**config.mk**
```make
export PLATFORM = sky130hd
export DESIGN_NAME = io_subsystem
export DESIGN_NICKNAME = d
export VERILOG_FILES = /design/src/rtl/gb_io_pkg.sv /design/src/rtl/gb_irq_pkg.sv /design/src/rtl/io_bus_if.sv /design/src/rtl/clk_div.sv /design/src/rtl/io_decoder.sv /design/src/rtl/io_subsystem.sv /design/src/rtl/irq_ctrl.sv /design/src/rtl/serial_port.sv /design/src/rtl/timer_unit.sv
export VERILOG_INCLUDE_DIRS = /design/src /design/src/rtl
export SDC_FILE = /design/constraint.sdc
export NUM_CORES = 1
export LEC_CHECK = 0
export BUFFER_PORTS_ARGS = -buffer_cell sky130_fd_sc_hd__clkbuf_2
export CORE_ASPECT_RATIO = 0.6
export CORE_MARGIN = 10
export CORE_UTILIZATION = 50
export CTS_CLUSTER_SIZE = 12
export DETAILED_ROUTE_END_ITERATION = 8
export PLACE_DENSITY = 0.77
export SLEW_MARGIN = 30
export SYNTH_ARGS = -nofsm -noshare
export SYNTH_HDL_FRONTEND = slang
export SYNTH_HIERARCHICAL = 1
export SYNTH_SLANG_ARGS = --single-unit
```
**constraint.sdc**
```tcl
create_clock -name clk -period 3.8 [get_ports clk]
set_clock_uncertainty 0.15 [all_clocks]
set_input_delay 0.76 -clock clk [delete_from_list [all_inputs] [get_ports clk]]
set_output_delay 0.76 -clock clk [all_outputs]
set_load 0.01 [all_outputs]
```
**src/rtl/gb_io_settings.svh**
```systemverilog
`ifndef GB_IO_SETTINGS_SVH
`define GB_IO_SETTINGS_SVH

////////////////////////////////////////////////////////////////////////////
// Clock ratios for the I/O block
////////////////////////////////////////////////////////////////////////////

// Clocks per serial bit tick
`define GB_SERIAL_DIV 16

// Clocks per DIV register step
`define GB_DIV_TICK 64

// Clocks per TIMA step, indexed by TAC rate code
`define GB_TIMA_P0 256
`define GB_TIMA_P1 16
`define GB_TIMA_P2 64
`define GB_TIMA_P3 128

`endif

```
**src/rtl/gb_io_pkg.sv**
```systemverilog
`default_nettype none

////////////////////////////////////////////////////////////////////////////
// Register map and peripheral encodings
////////////////////////////////////////////////////////////////////////////

package gb_io_pkg;

    // Full 16-bit addresses of the mapped registers
    typedef enum logic [15:0] {
        REG_SB   = 16'hFF01,
        REG_SC   = 16'hFF02,
        REG_DIV  = 16'hFF04,
        REG_TIMA = 16'hFF05,
        REG_TMA  = 16'hFF06,
        REG_TAC  = 16'hFF07,
        REG_IF   = 16'hFF0F,
        REG_IE   = 16'hFFFF
    } io_reg_e;

    // Serial shift engine
    typedef enum logic {
        SER_IDLE  = 1'b0,
        SER_SHIFT = 1'b1
    } serial_state_e;

    // TAC bits 1:0
    // Period of each code comes from the settings header
    typedef enum logic [1:0] {
        TAC_P0 = 2'd0,
        TAC_P1 = 2'd1,
        TAC_P2 = 2'd2,
        TAC_P3 = 2'd3
    } tac_rate_e;

endpackage

`default_nettype wire

```
**src/rtl/gb_irq_pkg.sv**
```systemverilog
`default_nettype none

////////////////////////////////////////////////////////////////////////////
// Interrupt sources
////////////////////////////////////////////////////////////////////////////

package gb_irq_pkg;

    // Bit position in IF and IE, lowest number wins
    typedef enum logic [2:0] {
        IRQ_VBLANK = 3'd0,
        IRQ_STAT   = 3'd1,
        IRQ_TIMER  = 3'd2,
        IRQ_SERIAL = 3'd3,
        IRQ_JOYPAD = 3'd4
    } irq_src_e;

    // One flag per source
    typedef logic [4:0] irq_vec_t;

endpackage

`default_nettype wire

```
**src/rtl/io_bus_if.sv**
```systemverilog
`default_nettype none
`timescale 1ns/1ps

// One peripheral's view of the CPU register bus
interface io_bus_if;

    logic       sel;      // address falls in this peripheral
    logic [3:0] addr_lo;
    logic [7:0] wdata;
    logic       wr;
    logic       rd;
    logic [7:0] rdata;    // combinational, FF when not selected

    // Decoder side
    modport master (output sel, output addr_lo, output wdata,
                    output wr, output rd, input rdata);

    // Register block side
    modport slave (input sel, input addr_lo, input wdata,
                   input wr, input rd, output rdata);

endinterface

`default_nettype wire

```
**src/rtl/clk_div.sv**
```systemverilog
`default_nettype none
`timescale 1ns/1ps

// Free-running divider, one-cycle tick every DIV clocks
module clk_div #(
    parameter int WIDTH = 4,
    parameter int DIV   = 16
) (
    input  wire  clk,
    input  wire  rst,
    output logic tick
);

    // Terminal count
    localparam logic [WIDTH-1:0] LAST = WIDTH'(DIV - 1);

    logic [WIDTH-1:0] cnt;

    // Tick marks the wrap cycle
    assign tick = (cnt == LAST);

    always_ff @(posedge clk or posedge rst) begin
        if (rst) begin
            cnt <= '0;
        end else if (tick) begin
            cnt <= '0;
        end else begin
            cnt <= cnt + 1'b1;
        end
    end

endmodule

`default_nettype wire

```
**src/rtl/io_decoder.sv**
```systemverilog
`default_nettype none
`timescale 1ns/1ps

// Address decode and read return
module io_decoder (
    input  wire  [15:0] a,
    input  wire  [7:0]  din,
    input  wire         rd,
    input  wire         wr,
    output logic [7:0]  dout,
    io_bus_if.master    ser,
    io_bus_if.master    tmr,
    io_bus_if.master    irq
);

    logic hit_ser;
    logic hit_tmr;
    logic hit_irq;

    // Register ranges
    assign hit_ser = a inside {[gb_io_pkg::REG_SB : gb_io_pkg::REG_SC]};
    assign hit_tmr = a inside {[gb_io_pkg::REG_DIV : gb_io_pkg::REG_TAC]};
    assign hit_irq = a inside {gb_io_pkg::REG_IF, gb_io_pkg::REG_IE};

    // Serial
    assign ser.sel     = hit_ser;
    assign ser.addr_lo = a[3:0];
    assign ser.wdata   = din;
    assign ser.wr      = wr;
    assign ser.rd      = rd;

    // Timer
    assign tmr.sel     = hit_tmr;
    assign tmr.addr_lo = a[3:0];
    assign tmr.wdata   = din;
    assign tmr.wr      = wr;
    assign tmr.rd      = rd;

    // IF and IE share low nibble F
    // Bit 3 carries a[7] so IE stays apart
    assign irq.sel     = hit_irq;
    assign irq.addr_lo = {a[7], a[2:0]};
    assign irq.wdata   = din;
    assign irq.wr      = wr;
    assign irq.rd      = rd;

    // Unmapped reads FF
    always_comb begin
        if (hit_ser) begin
            dout = ser.rdata;
        end else if (hit_tmr) begin
            dout = tmr.rdata;
        end else if (hit_irq) begin
            dout = irq.rdata;
        end else begin
            dout = 8'hFF;
        end
    end

endmodule

`default_nettype wire

```
**src/rtl/io_subsystem.sv**
```systemverilog
`default_nettype none
`timescale 1ns/1ps

// I/O register block top level
module io_subsystem (
    input  wire         clk,
    input  wire         rst,
    // CPU register bus
    input  wire  [15:0] a,
    input  wire  [7:0]  din,
    input  wire         rd,
    input  wire         wr,
    output logic [7:0]  dout,
    // Link cable
    input  wire         serial_in,
    output logic        serial_out,
    output logic        serial_clk,
    // vblank, stat, joypad pulses
    input  wire  [2:0]  ext_evt,
    // Interrupt request toward the CPU
    output logic        irq_valid,
    output logic [2:0]  irq_id,
    input  wire         irq_ack
);

    logic timer_evt;
    logic serial_evt;

    // Per-peripheral bus slices
    io_bus_if ser_bus ();
    io_bus_if tmr_bus ();
    io_bus_if irq_bus ();

    io_decoder u_dec (
        .a    (a),
        .din  (din),
        .rd   (rd),
        .wr   (wr),
        .dout (dout),
        .ser  (ser_bus.master),
        .tmr  (tmr_bus.master),
        .irq  (irq_bus.master)
    );

    serial_port u_ser (
        .clk        (clk),
        .rst        (rst),
        .bus        (ser_bus.slave),
        .serial_in  (serial_in),
        .serial_out (serial_out),
        .serial_clk (serial_clk),
        .serial_evt (serial_evt)
    );

    timer_unit u_tmr (
        .clk       (clk),
        .rst       (rst),
        .bus       (tmr_bus.slave),
        .timer_evt (timer_evt)
    );

    // Enum id leaves as a plain 3-bit code
    irq_ctrl u_irq (
        .clk        (clk),
        .rst        (rst),
        .bus        (irq_bus.slave),
        .timer_evt  (timer_evt),
        .serial_evt (serial_evt),
        .ext_evt    (ext_evt),
        .irq_valid  (irq_valid),
        .irq_id     (irq_id),
        .irq_ack    (irq_ack)
    );

endmodule

`default_nettype wire

```
**src/rtl/irq_ctrl.sv**
```systemverilog
`default_nettype none
`timescale 1ns/1ps

// IF/IE and CPU interrupt request
module irq_ctrl (
    input  wire                   clk,
    input  wire                   rst,
    io_bus_if.slave               bus,
    input  wire                   timer_evt,
    input  wire                   serial_evt,
    input  wire  [2:0]            ext_evt,
    output logic                  irq_valid,
    output gb_irq_pkg::irq_src_e  irq_id,
    input  wire                   irq_ack
);

    gb_irq_pkg::irq_vec_t if_reg;
    gb_irq_pkg::irq_vec_t ie_reg;
    gb_irq_pkg::irq_vec_t evt_vec;
    gb_irq_pkg::irq_vec_t pending;
    gb_irq_pkg::irq_vec_t ack_mask;
    gb_irq_pkg::irq_src_e sel_id;
    gb_irq_pkg::irq_src_e held_id;
    logic                 held;
    logic                 wr_if;
    logic                 wr_ie;
    logic                 take;

    // Address bit 3 set only for IE on this bus
    assign wr_ie = bus.sel && bus.wr && bus.addr_lo[3];
    assign wr_if = bus.sel && bus.wr && !bus.addr_lo[3];

    // Event pulses into IF bit positions
    always_comb begin
        evt_vec = '0;
        evt_vec[gb_irq_pkg::IRQ_VBLANK] = ext_evt[0];
        evt_vec[gb_irq_pkg::IRQ_STAT]   = ext_evt[1];
        evt_vec[gb_irq_pkg::IRQ_TIMER]  = timer_evt;
        evt_vec[gb_irq_pkg::IRQ_SERIAL] = serial_evt;
        evt_vec[gb_irq_pkg::IRQ_JOYPAD] = ext_evt[2];
    end

    assign pending = if_reg & ie_reg;

    // Lowest enabled bit wins
    always_comb begin
        sel_id = gb_irq_pkg::IRQ_VBLANK;
        for (int i = 4; i >= 0; i--) begin
            if (pending[i]) begin
                sel_id = gb_irq_pkg::irq_src_e'(3'(i));
            end
        end
    end

    // Request frozen once offered and not yet taken
    assign irq_valid = held || (|pending);
    assign irq_id    = held ? held_id : sel_id;
    assign take      = irq_valid && irq_ack;

    always_comb begin
        ack_mask = '0;
        if (take) begin
            ack_mask[irq_id] = 1'b1;
        end
    end

    always_comb begin
        bus.rdata = 8'hFF;
        if (bus.sel && bus.rd) begin
            bus.rdata = bus.addr_lo[3] ? {3'b111, ie_reg} : {3'b111, if_reg};
        end
    end

    ////////////////////////////////////////////////////////////////////////////
    // Flag registers
    ////////////////////////////////////////////////////////////////////////////

    always_ff @(posedge clk or posedge rst) begin
        if (rst) begin
            if_reg <= '0;
            ie_reg <= '0;
            held   <= 1'b0;
        end else begin
            if (wr_ie) begin
                ie_reg <= bus.wdata[4:0];
            end
            // New events survive a CPU write or an ack
            if (wr_if) begin
                if_reg <= bus.wdata[4:0] | evt_vec;
            end else begin
                if_reg <= (if_reg & ~ack_mask) | evt_vec;
            end
            held <= irq_valid && !irq_ack;
        end
    end

    // Id seen by the CPU while waiting
    always_ff @(posedge clk) begin
        held_id <= irq_id;
    end

endmodule

`default_nettype wire

```
**src/rtl/serial_port.sv**
```systemverilog
`default_nettype none
`timescale 1ns/1ps
`include "gb_io_settings.svh"

// Serial link port, internal clock only
module serial_port (
    input  wire        clk,
    input  wire        rst,
    io_bus_if.slave    bus,
    input  wire        serial_in,
    output logic       serial_out,
    output logic       serial_clk,
    output logic       serial_evt
);

    localparam int TICK_W = $clog2(`GB_SERIAL_DIV + 1);

    gb_io_pkg::serial_state_e state;

    logic       bit_tick;
    logic [7:0] sb;
    logic       sc_start;   // SC bit 7, transfer busy
    logic       sc_int;     // SC bit 0, internal clock
    logic [2:0] bit_cnt;
    logic       wr_sb;
    logic       wr_sc;
    logic       abort;
    logic       shift_step;

    // Bit rate
    clk_div #(
        .WIDTH (TICK_W),
        .DIV   (`GB_SERIAL_DIV)
    ) u_bit_div (
        .clk  (clk),
        .rst  (rst),
        .tick (bit_tick)
    );

    assign wr_sb = bus.sel && bus.wr && (bus.addr_lo == 4'(gb_io_pkg::REG_SB));
    assign wr_sc = bus.sel && bus.wr && (bus.addr_lo == 4'(gb_io_pkg::REG_SC));

    // Clearing SC bit 7 mid transfer stops the engine
    assign abort      = (state == gb_io_pkg::SER_SHIFT) && wr_sc && !bus.wdata[7];
    assign shift_step = (state == gb_io_pkg::SER_SHIFT) && bit_tick && !abort;

    // Done on the eighth rising edge
    assign serial_evt = shift_step && (bit_cnt == 3'd7);

    // Read mux, idle bus reads high
    always_comb begin
        bus.rdata = 8'hFF;
        if (bus.sel && bus.rd) begin
            case (bus.addr_lo)
                4'(gb_io_pkg::REG_SB): bus.rdata = sb;
                4'(gb_io_pkg::REG_SC): bus.rdata = {sc_start, 6'h3F, sc_int};
                default:               bus.rdata = 8'hFF;
            endcase
        end
    end

    ////////////////////////////////////////////////////////////////////////////
    // Shift engine
    ////////////////////////////////////////////////////////////////////////////

    always_ff @(posedge clk or posedge rst) begin
        if (rst) begin
            state      <= gb_io_pkg::SER_IDLE;
            sb         <= 8'h00;
            sc_start   <= 1'b0;
            sc_int     <= 1'b0;
            bit_cnt    <= 3'd0;
            serial_clk <= 1'b1;
            serial_out <= 1'b1;
        end else begin
            if (wr_sb) begin
                sb <= bus.wdata;
            end
            if (wr_sc) begin
                sc_start <= bus.wdata[7];
                sc_int   <= bus.wdata[0];
            end
            case (state)
                gb_io_pkg::SER_IDLE: begin
                    // Line parked high
                    serial_clk <= 1'b1;
                    serial_out <= 1'b1;
                    if (wr_sc && bus.wdata[7] && bus.wdata[0]) begin
                        // First falling edge right at the start write
                        state      <= gb_io_pkg::SER_SHIFT;
                        bit_cnt    <= 3'd0;
                        serial_clk <= 1'b0;
                        serial_out <= sb[7];
                    end
                end
                gb_io_pkg::SER_SHIFT: begin
                    if (abort) begin
                        state      <= gb_io_pkg::SER_IDLE;
                        serial_clk <= 1'b1;
                    end else if (shift_step) begin
                        // Rising edge, sample and shift
                        serial_clk <= 1'b1;
                        sb         <= {sb[6:0], serial_in};
                        bit_cnt    <= bit_cnt + 3'd1;
                        if (serial_evt) begin
                            state    <= gb_io_pkg::SER_IDLE;
                            sc_start <= 1'b0;
                        end
                    end else if (serial_clk) begin
                        // Falling edge one cycle later, next MSB out
                        serial_clk <= 1'b0;
                        serial_out <= sb[7];
                    end
                end
                default: state <= gb_io_pkg::SER_IDLE;
            endcase
        end
    end

endmodule

`default_nettype wire

```
**src/rtl/timer_unit.sv**
```systemverilog
`default_nettype none
`timescale 1ns/1ps
`include "gb_io_settings.svh"

// DIV and TIMA timer
module timer_unit (
    input  wire        clk,
    input  wire        rst,
    io_bus_if.slave    bus,
    output logic       timer_evt
);

    // Terminal counts
    localparam logic [15:0] DIV_LAST = 16'(`GB_DIV_TICK - 1);
    localparam logic [15:0] P0_LAST  = 16'(`GB_TIMA_P0 - 1);
    localparam logic [15:0] P1_LAST  = 16'(`GB_TIMA_P1 - 1);
    localparam logic [15:0] P2_LAST  = 16'(`GB_TIMA_P2 - 1);
    localparam logic [15:0] P3_LAST  = 16'(`GB_TIMA_P3 - 1);

    logic [15:0] div_pre;
    logic [15:0] rate_cnt;
    logic [15:0] rate_last;
    logic [7:0]  div_reg;
    logic [7:0]  tima;
    logic [7:0]  tma;
    logic [2:0]  tac;
    logic        wr_div;
    logic        wr_tima;
    logic        wr_tma;
    logic        wr_tac;
    logic        tima_step;
    logic        tima_ovf;

    assign wr_div  = bus.sel && bus.wr && (bus.addr_lo == 4'(gb_io_pkg::REG_DIV));
    assign wr_tima = bus.sel && bus.wr && (bus.addr_lo == 4'(gb_io_pkg::REG_TIMA));
    assign wr_tma  = bus.sel && bus.wr && (bus.addr_lo == 4'(gb_io_pkg::REG_TMA));
    assign wr_tac  = bus.sel && bus.wr && (bus.addr_lo == 4'(gb_io_pkg::REG_TAC));

    // Period select from TAC rate code
    always_comb begin
        case (gb_io_pkg::tac_rate_e'(tac[1:0]))
            gb_io_pkg::TAC_P0: rate_last = P0_LAST;
            gb_io_pkg::TAC_P1: rate_last = P1_LAST;
            gb_io_pkg::TAC_P2: rate_last = P2_LAST;
            gb_io_pkg::TAC_P3: rate_last = P3_LAST;
            default:           rate_last = P0_LAST;
        endcase
    end

    assign tima_step = tac[2] && (rate_cnt == rate_last);
    assign tima_ovf  = tima_step && (tima == 8'hFF);

    // CPU write to TIMA in the overflow cycle cancels the event
    assign timer_evt = tima_ovf && !wr_tima;

    always_comb begin
        bus.rdata = 8'hFF;
        if (bus.sel && bus.rd) begin
            case (bus.addr_lo)
                4'(gb_io_pkg::REG_DIV):  bus.rdata = div_reg;
                4'(gb_io_pkg::REG_TIMA): bus.rdata = tima;
                4'(gb_io_pkg::REG_TMA):  bus.rdata = tma;
                4'(gb_io_pkg::REG_TAC):  bus.rdata = {5'h1F, tac};
                default:                 bus.rdata = 8'hFF;
            endcase
        end
    end

    ////////////////////////////////////////////////////////////////////////////
    // Counters
    ////////////////////////////////////////////////////////////////////////////

    // DIV and its prescaler, any write zeroes both
    always_ff @(posedge clk or posedge rst) begin
        if (rst) begin
            div_pre <= 16'h0000;
            div_reg <= 8'h00;
        end else if (wr_div) begin
            div_pre <= 16'h0000;
            div_reg <= 8'h00;
        end else if (div_pre == DIV_LAST) begin
            div_pre <= 16'h0000;
            div_reg <= div_reg + 8'd1;
        end else begin
            div_pre <= div_pre + 16'd1;
        end
    end

    // Rate counter restarts on TAC write and parks while stopped
    always_ff @(posedge clk or posedge rst) begin
        if (rst) begin
            rate_cnt <= 16'h0000;
        end else if (wr_tac || !tac[2] || tima_step) begin
            rate_cnt <= 16'h0000;
        end else begin
            rate_cnt <= rate_cnt + 16'd1;
        end
    end

    // TIMA, TMA, TAC
    always_ff @(posedge clk or posedge rst) begin
        if (rst) begin
            tima <= 8'h00;
            tma  <= 8'h00;
            tac  <= 3'b000;
        end else begin
            if (wr_tma) begin
                tma <= bus.wdata;
            end
            if (wr_tac) begin
                tac <= bus.wdata[2:0];
            end
            if (wr_tima) begin
                tima <= bus.wdata;
            end else if (tima_ovf) begin
                tima <= tma;    // reload uses TMA before any same-cycle write
            end else if (tima_step) begin
                tima <= tima + 8'd1;
            end
        end
    end

endmodule

`default_nettype wire

```
== After elaboration in Yosys (flattened, before gate mapping) ==
Cells that the tools add are included.
Operators by class
  $add $sub $neg: 6
  order comparisons: 6
  eq/ne operators: 21
  multiplexer cells: 56
  bitwise operators: 6
  reduce and logical (&&, ||, !) cells: 45
Operators with widths (count)
  8-bit 2-to-1 mux: 15
  16-bit case mux with 4 select lines: 1
  16-bit 2-to-1 mux: 3
  16-bit by 1-bit adder with 16-bit output (second input constant): 2
  16-bit equality test (second input constant): 2
  16-bit >= comparator (second input constant): 2
  16-bit <= comparator (second input constant): 2
  8-bit case mux with 4 select lines: 1
  1-bit logical AND: 29
  3-bit 2-to-1 mux: 9
  5-bit 2-to-1 mux: 4
  1-bit 2-to-1 mux: 17
  8-bit by 1-bit adder with 8-bit output (second input constant): 2
  16-bit equality test: 1
  16-bit by 6-bit equality test with 1-bit output (second input constant): 1
  4-bit by 3-bit equality test with 1-bit output (second input constant): 4
  8-bit case mux with 2 select lines: 1
  5-bit AND: 2
  5-bit OR: 2
  8-bit equality test (second input constant): 1
  1-bit zero test: 6
  2-bit inequality test (second input constant): 3
  1-bit case mux with 2 select lines: 3
  3-bit case mux with 2 select lines: 1
  20 further kinds: 26
Word-level totals
  register bits: 94
  output and inout port bits: 14
  logic and storage cells: 158

== Logic depth before layout (Yosys ltp) ==
Gate-level depths: netlist (run 1).
  depth after elaboration: 16
  depth in mapped cells: 10
  gate-level depth less buffers: 9

== Modules after synthesis ==
Netlist (run 1), hierarchy kept.
By module, submodules not included
  timer_unit: instances 1, cells an instance 335, area each 3281.9 sq um, seq. area each 1476.4 sq um
  serial_port: instances 1, cells an instance 91, area each 922.1 sq um, seq. area each 402.9 sq um
  irq_ctrl: instances 1, cells an instance 87, area each 843.3 sq um, seq. area each 335.3 sq um
  io_decoder: instances 1, cells an instance 93, area each 668.1 sq um, seq. area each 0.0 sq um
  clk_div: instances 1, cells an instance 18, area each 212.7 sq um, seq. area each 125.1 sq um

== Worst setup path after synthesis (run 1) ==
Ideal clock, no wire load.
  path kind: input to output
  start: in a[7]
  end: out dout[0]
  arrival: 2808 ps
  data required time: 2890 ps
  slack: 82 ps
  cell stages on the path: 9
  path through: or4_4 > buf_6 > and2_4 > buf_6 > nor3_1 > buf_2 > nand3_1 > or4_1 > a22o_1
On the way
  word-level cells in the longest chain between the ends: 7
  elaborated cells on any way between the ends: 19
  those cells by class: order compare (4); eq/ne (2); mux (7); reduce/logical (6)
RTL lines
  start: declaration: RTL line io_subsystem.sv:9  | input wire [15:0] a,
  16-bit equality test: RTL line io_decoder.sv:23  | assign hit_irq = a inside {gb_io_pkg::REG_IF, gb_io_pkg::REG_IE};
  2-bit nonzero test *: RTL line io_decoder.sv:23
  net irq_bus.sel: RTL line io_bus_if.sv:7  | logic sel;
  1-bit logical AND *: RTL line irq_ctrl.sv:69  | if (bus.sel && bus.rd) begin
  8-bit 2-to-1 mux *: RTL line irq_ctrl.sv:69
  net irq_bus.rdata[0]: RTL line io_bus_if.sv:12  | logic [7:0] rdata;
  8-bit 2-to-1 mux *: RTL line io_decoder.sv:53  | end else if (hit_irq) begin
  8-bit 2-to-1 mux *: RTL line io_decoder.sv:51  | end else if (hit_tmr) begin
  8-bit 2-to-1 mux *: RTL line io_decoder.sv:49  | if (hit_ser) begin
  end: declaration: RTL line io_subsystem.sv:13  | output logic [7:0] dout,
The timed path passes the listed nets; every way through them passes the cells marked *.

== Final worst setup path (run 1) ==
  start: in a[7]
  end: out dout[1]
On the way
  elaborated cells on any way between the ends: 19
  those cells by class: order compare (4); eq/ne (2); mux (7); reduce/logical (6)
RTL lines
  16-bit >= comparator or 16-bit <= comparator (tied branches): RTL line io_decoder.sv:22  | assign hit_tmr = a inside {[gb_io_pkg::REG_DIV : gb_io_pkg::REG_TAC]};
  1-bit logical AND *: RTL line io_decoder.sv:22
  net tmr_bus.sel: RTL line io_bus_if.sv:7
  1-bit logical AND *: RTL line timer_unit.sv:58  | if (bus.sel && bus.rd) begin
  8-bit 2-to-1 mux *: RTL line timer_unit.sv:58
  net tmr_bus.rdata[1]: RTL line io_bus_if.sv:12
  8-bit 2-to-1 mux *: RTL line io_decoder.sv:51
  8-bit 2-to-1 mux *: RTL line io_decoder.sv:49
Marks and branches as above.

==> flow_metrics.env, run 1 <==
export IMPL_outcome="finished, final reports clean"
export IMPL_die_w_um=160
export IMPL_area_growth_pct=10.4
export IMPL_crit_chain="clkbuf_2 > or4_4 > nor3_4 > nand3_2 > or2_2 > nor4_2 > o21ai_0 > a22o_1 > buf_2"
export IMPL_critPathBufInv=2
export IMPL_vdd_drop_max_mv=0.272
export IMPL_final_antenna_net_count=0
export IMPL_grt_pass1_vias=4699
export IMPL_ctsHoldBuffers=0
export IMPL_final_net_count=686
export IMPL_start_util=0.516
export IMPL_power_mw=2.55
export IMPL_crit_family="simple AND/OR/NAND/NOR gates"
export IMPL_place_gp_congestion=0.976
export IMPL_grt_max_degree=36
export IMPL_ys_warnings_count=6
export IMPL_reg_largest_list="u_tmr/div_pre x16, u_tmr/rate_cnt x16"
export IMPL_maxSlewHeadroom=0.478
export IMPL_dpl_cell_count=790
export IMPL_cts_inserted_buffers=9
export IMPL_maxCapViolCount=0
export IMPL_preCtsSetupSlack_ns=-0.0418
export IMPL_via_count=4795
export IMPL_htree_num_levels=3
export IMPL_critPathSlowestCell="or4_4"
export IMPL_die_area_um2=16600
export IMPL_power_density_nw_per_um2=392
export IMPL_fin_crit_sh=0.989
export IMPL_reg2regPathDepth=8
export IMPL_stdcell_count=809
export IMPL_endpoint_kind="output port"
export IMPL_port_buffers=46
export IMPL_finalMaxSlewViolations=0
export IMPL_row_count=30
export IMPL_crit_type="input pin to output port"
export IMPL_via_per_inst=5.93
export IMPL_finalHoldViolCount=0
export IMPL_setup_violations_final=0
export IMPL_place_area_um2=6080
export IMPL_hpwl_mm=11.1
export IMPL_core_um2=11400
export IMPL_slowest_delay_ns=0.58
export IMPL_r2r_start="u_tmr/tac[1]"
export IMPL_fin_area_um2=6490
export IMPL_fmax_mhz=266
export IMPL_cts_buffer_depth=2
export IMPL_cts_tree="yes"
export IMPL_drt_iter0_markers=464
export IMPL_leakage_nw=2.81
export IMPL_worstMarginPinSlew_ns=0.782
export IMPL_period_needed_ns=3.76
export IMPL_antenna_found_initial=0
export IMPL_worstReg2RegEnd="u_irq/if_reg[2]"
export IMPL_clk_latency_ns=0.34
export IMPL_nFillCells=989
export IMPL_mappedNetlistArea_um2=5880
export IMPL_grt_ovfl_total=0
export IMPL_grt_util_all_layers=0.175
export IMPL_cts_sinks=94
export IMPL_die_h_um=104
export IMPL_diodes=0
export IMPL_critPathLaunchType="input pin"
export IMPL_drive_gt1_frac=0.236
export IMPL_cts_root_buf="clkbuf_16"
export IMPL_grt_pass1_wl_mm=24.0
export IMPL_syn_inst=618
export IMPL_io_pins=47
export IMPL_worstPathRequired_ns=2.89
export IMPL_drc=0
export IMPL_wl_mm=14.9
export IMPL_syn_mean_instance_area_um2=9.52
export IMPL_worstHoldPathType="input pin to asynchronous set/reset pin"
export IMPL_r2r_setup_slack_ns=1.03
export IMPL_critPathArrivalTime_ns=2.85
export IMPL_cts_clk_slew_worst_paths_ns=0.07
export IMPL_fin_ws_ns=0.0424
export IMPL_critPathMaxFanout=4
export IMPL_wire_per_inst_um=18.4
export IMPL_firstDrtPassIters=5
-- worst register-to-register path, delay by kind of cell (launching register included) --
family,cells,cell delay [ns]
AOI/OAI and AO/OA,3,0.69
adders and majority gates,1,0.15
buffers and inverters,1,0.10
DFF,1,0.39
and+or+nand+nor,3,1.23
-- per-layer routing --
metal | GRT usage | share of wire | vias up
met3 | 0.0597 | 0.095 | 21
met1 | 0.247 | 0.46 | 2339
li1 | - | - | 2230
met4 | 0.0568 | 0.015 | 0
met2 | 0.242 | 0.43 | 205
met5 | 0 | 0 | -
-- repair_timing --
item,CTS,global route
gates resized for setup,2,14
pin swaps,0,11
setup endpoints to repair,6,8
setup buffers,0,3
-- how the worst max path moves through the flow --
stage | from | endpoint | cells past startpoint
3_5_place_dp | a[7] | dout[0] | 9
5_1_grt | a[7] | dout[0] | 9
2_1_floorplan | a[7] | dout[0] | 9
3_3_place_gp | a[7] | dout[0] | 9
6_report | a[7] | dout[1] | 9
4_1_cts | a[7] | dout[0] | 9
-- layout make-up --
class	count	area, um2	share of cell area
Multi-Input combinational cell	450	3140	0.484
Clock inverter	4	53.8	0.00829
Tap cell	160	200	0.0308
Sequential cell	94	2340	0.360
Timing Repair Buffer	71	425	0.0655
Clock buffer	12	267	0.0410
Inverter	18	67.6	0.0104
-- power breakdown --
part / leakage, nW / switching [mW] / internal, mW
clock: 0.151 / 0.380 / 0.565
combinational: 1.47 / 0.216 / 0.177
sequential: 1.18 / 0.111 / 1.10
-- placed cells by master, fill, tap and decap left out, types with 4 or more instances in the layout --
cell,n
dfrtp_1,89
nor2_1,65
nand2_1,48
clkbuf_2,44
nand3_1,29
a21oi_1,27
o21ai_0,24
mux2i_1,24
buf_4,23
xor2_1,22
inv_1,16
xnor2_1,15
mux2_2,15
or4_1,10
a22o_1,10
clkbuf_16,9
nand4_1,9
nor4_1,9
ha_1,9
nand2b_1,8
and2_1,7
nor2b_1,7
a31oi_1,6
or2_2,6
and3_1,6
nor3_1,5
and4_1,5
o31ai_1,5
a221oi_1,4
-- stage by stage --
step / setup TNS [ns] / hold WS [ns] / util
final: 0 / 0.271 / 0.569
after global routing: -0.105 / 0.250 / 0.569
after CTS: 0 / 0.241 / 0.562
after detailed placement: -0.171 / 0.304 / 0.533
after global placement: -0.109 / 0.287 / 0.533
after floorplan: 0 / 0.274 / -
Power figures use the tool's default switching activity.
==> inputs of run 2 (changes only) <==
--- a/config.mk
+++ b/config.mk
@@ -7,7 +7,7 @@
 export NUM_CORES = 1
 export LEC_CHECK = 0
 export BUFFER_PORTS_ARGS = -buffer_cell sky130_fd_sc_hd__clkbuf_2
-export CORE_ASPECT_RATIO = 0.6
+export CORE_ASPECT_RATIO = 2
 export CORE_MARGIN = 10
 export CORE_UTILIZATION = 50
 export CTS_CLUSTER_SIZE = 12
==> flow_metrics.env, run 2 (synthesis results as in run 1) <==
export IMPL_outcome="finished, final reports clean"
export IMPL_cts_root_buf="clkbuf_16"
export IMPL_swShare=0.256
export IMPL_place_gp_congestion=0.917
export IMPL_maxCapViolCount=0
export IMPL_drt_iter0_markers=269
export IMPL_firstDrtPassIters=5
export IMPL_critPathArrivalTime_ns=2.85
export IMPL_crit_type="input pin to output port"
export IMPL_grt_util_all_layers=0.174
export IMPL_finalMaxSlewViolations=0
export IMPL_grt_pass1_vias=5066
export IMPL_fin_crit_sh=0.989
export IMPL_leakage_nw=2.81
export IMPL_switchingPower_mw=0.683
export IMPL_die_h_um=173
export IMPL_finalHoldViolCount=0
export IMPL_clk_latency_ns=0.35
export IMPL_die_w_um=96.7
export IMPL_ctsHoldBuffers=0
export IMPL_final_common_cell="dfrtp_1"
export IMPL_die_area_um2=16800
export IMPL_cts_buffer_depth=2
export IMPL_reg_largest_list="u_tmr/div_pre x16, u_tmr/rate_cnt x16"
export IMPL_hpwl_mm=11.5
export IMPL_htree_num_levels=3
export IMPL_crit_top_cell="clkbuf_2"
export IMPL_critPathMaxFanout=9
export IMPL_drt_met1_wl_mm=4.97
export IMPL_slowest_delay_ns=0.58
export IMPL_worstHoldPathType="input pin to asynchronous set/reset pin"
export IMPL_core_um2=11600
export IMPL_place_area_um2=6080
export IMPL_grt_max_degree=30
export IMPL_final_net_count=685
export IMPL_maxSlewHeadroom=0.595
export IMPL_wl_mm=14.6
export IMPL_crit_family="simple AND/OR/NAND/NOR gates"
export IMPL_crit_chain="clkbuf_2 > or4_4 > buf_4 > nor4_2 > and2_4 > o211ai_1 > a221o_1 > a22o_1 > clkbuf_2"
export IMPL_cts_inserted_buffers=9
export IMPL_final_antenna_net_count=0
export IMPL_fin_util=0.556
export IMPL_fmax_mhz=266
export IMPL_io_pins=47
export IMPL_period_needed_ns=3.76
export IMPL_cts_tree="yes"
export IMPL_clkPwrFrac=0.406
export IMPL_p_int_mw=1.99
export IMPL_maxUsedRoutingLayer="met4"
export IMPL_power_frac_comb=0.145
export IMPL_diodes=0
export IMPL_worstMarginPinSlew_ns=0.606
export IMPL_port_buffers=46
export IMPL_drive_gt1_frac=0.227
export IMPL_final_cell_mix="dfrtp_1 (89), nor2_1 (65), nand2_1 (48)"
export IMPL_grt_pass1_wl_mm=24.4
export IMPL_whs_ns=0.231
export IMPL_endpoint_kind="output port"
export IMPL_cts_clk_slew_worst_paths_ns=0.07
export IMPL_cts_sinks=94
export IMPL_critPathSlowestCell="or4_4"
export IMPL_power_mw=2.67
export IMPL_start_util=0.506
export IMPL_antenna_found_initial=0
export IMPL_wl_met2_mm=8.21
export IMPL_via_count=4721
export IMPL_wire_per_inst_um=18.4
export IMPL_seq_power_share=0.450
export IMPL_area_growth_pct=9.97
export IMPL_grt_ovfl_total=0
export IMPL_critPathLaunchType="input pin"
export IMPL_critPathBufInv=3
export IMPL_wl_met3_um=599
export IMPL_nFillCells=1053
export IMPL_drc=0
export IMPL_via_per_inst=5.95
export IMPL_vdd_drop_max_mv=0.300
export IMPL_row_count=56
export IMPL_fin_area_um2=6470
export IMPL_worstPathRequired_ns=2.89
export IMPL_power_density_nw_per_um2=412
export IMPL_setup_violations_final=0
==> run 2: cell types whose count changed in the layout (fill, tap and decap cells not counted), moves of 2 or more <==
| cell | previous run | this run |
|---|---|---|
| clkbuf_1 | 0 | 3 |
| clkbuf_2 | 44 | 46 |
| bufinv_16 | 1 | 4 |
| clkinvlp_4 | 2 | 0 |
| clkbuf_8 | 3 | 0 |
| buf_2 | 2 | 0 |
| buf_6 | 2 | 0 |
==> run 2: what timing repair did <==
action | in CTS | in global routing
buffers inserted | 0 | 0
pin swaps | 0 | 5
endpoints found under the hold margin | 0 | 0
endpoints found under the setup margin | 3 | 8
gates resized for setup | 2 | 7
==> run 2: worst paths after layout <==
| path | startpoint | to | slack, ns | cells past startpoint |
|---|---|---|---|---|
| max in group asynchronous | rst | u_tmr/rate_cnt[15] | 2.41 | 3 |
| hold reg to reg | u_ser/u_bit_div/cnt[0] | u_ser/u_bit_div/cnt[0] | 0.30 | 1 |
| min in group clk | u_ser/u_bit_div/cnt[0] | u_ser/u_bit_div/cnt[0] | 0.30 | 1 |
| hold / removal | rst | u_ser/u_bit_div/cnt[4] | 0.23 | 2 |
| setup / recovery | a[4] | dout[0] | 0.04 | 9 |
| setup reg to reg | u_tmr/tac[1] | u_irq/if_reg[2] | 1.03 | 9 |
==> run 2: area by class of cell <==
| type | count | area (um2) | area share |
|---|---|---|---|
| clock buffers | 12 | 236 | 0.0365 |
| flip-flops and latches | 94 | 2340 | 0.362 |
| inverters | 18 | 67.6 | 0.0104 |
| multi-input cells | 450 | 3110 | 0.481 |
| well taps | 145 | 181 | 0.0280 |
| clock inverters | 4 | 120 | 0.0186 |
| repair buffers | 70 | 410 | 0.0634 |
==> run 2: per-layer routing <==
metal / global-route usage / up-vias
met2: 0.320 / 137
met5: 0 / -
met1: 0.162 / 2297
met3: 0.0391 / 51
li1: - / 2236
met4: 0.124 / 0
==> run 2: power by group through the flow <==
stage	Clock [mW]	Sequential, mW	Combinational [mW]
floorplan	0	1.18	0.309
global placement	0	1.21	0.360
detailed placement	0	1.22	0.384
CTS	1.10	1.20	0.387
global route	1.14	1.21	0.432
finish	1.08	1.20	0.387
==> run 2: through the flow <==
stage	setup WS [ns]	setup TNS, ns	instances
after global placement	0.0246	0	777
after detailed placement	-0.0197	-0.0401	777
after global routing	-0.0589	-0.235	793
after floorplan	0.0816	0	620
final	0.0405	0	793
after CTS	0.0366	0	793
==> run 2: worst register-to-register path: stages, from the launching register on <==
cell and delay [ns]:
dfrtp_1 0.38, inv_1 0.10, ha_1 0.16, or3b_1 0.42, a2111oi_4 0.53, and2_1 0.19, buf_4 0.19, nor3b_1 0.30
a221oi_1 0.09, a21oi_1 0.18
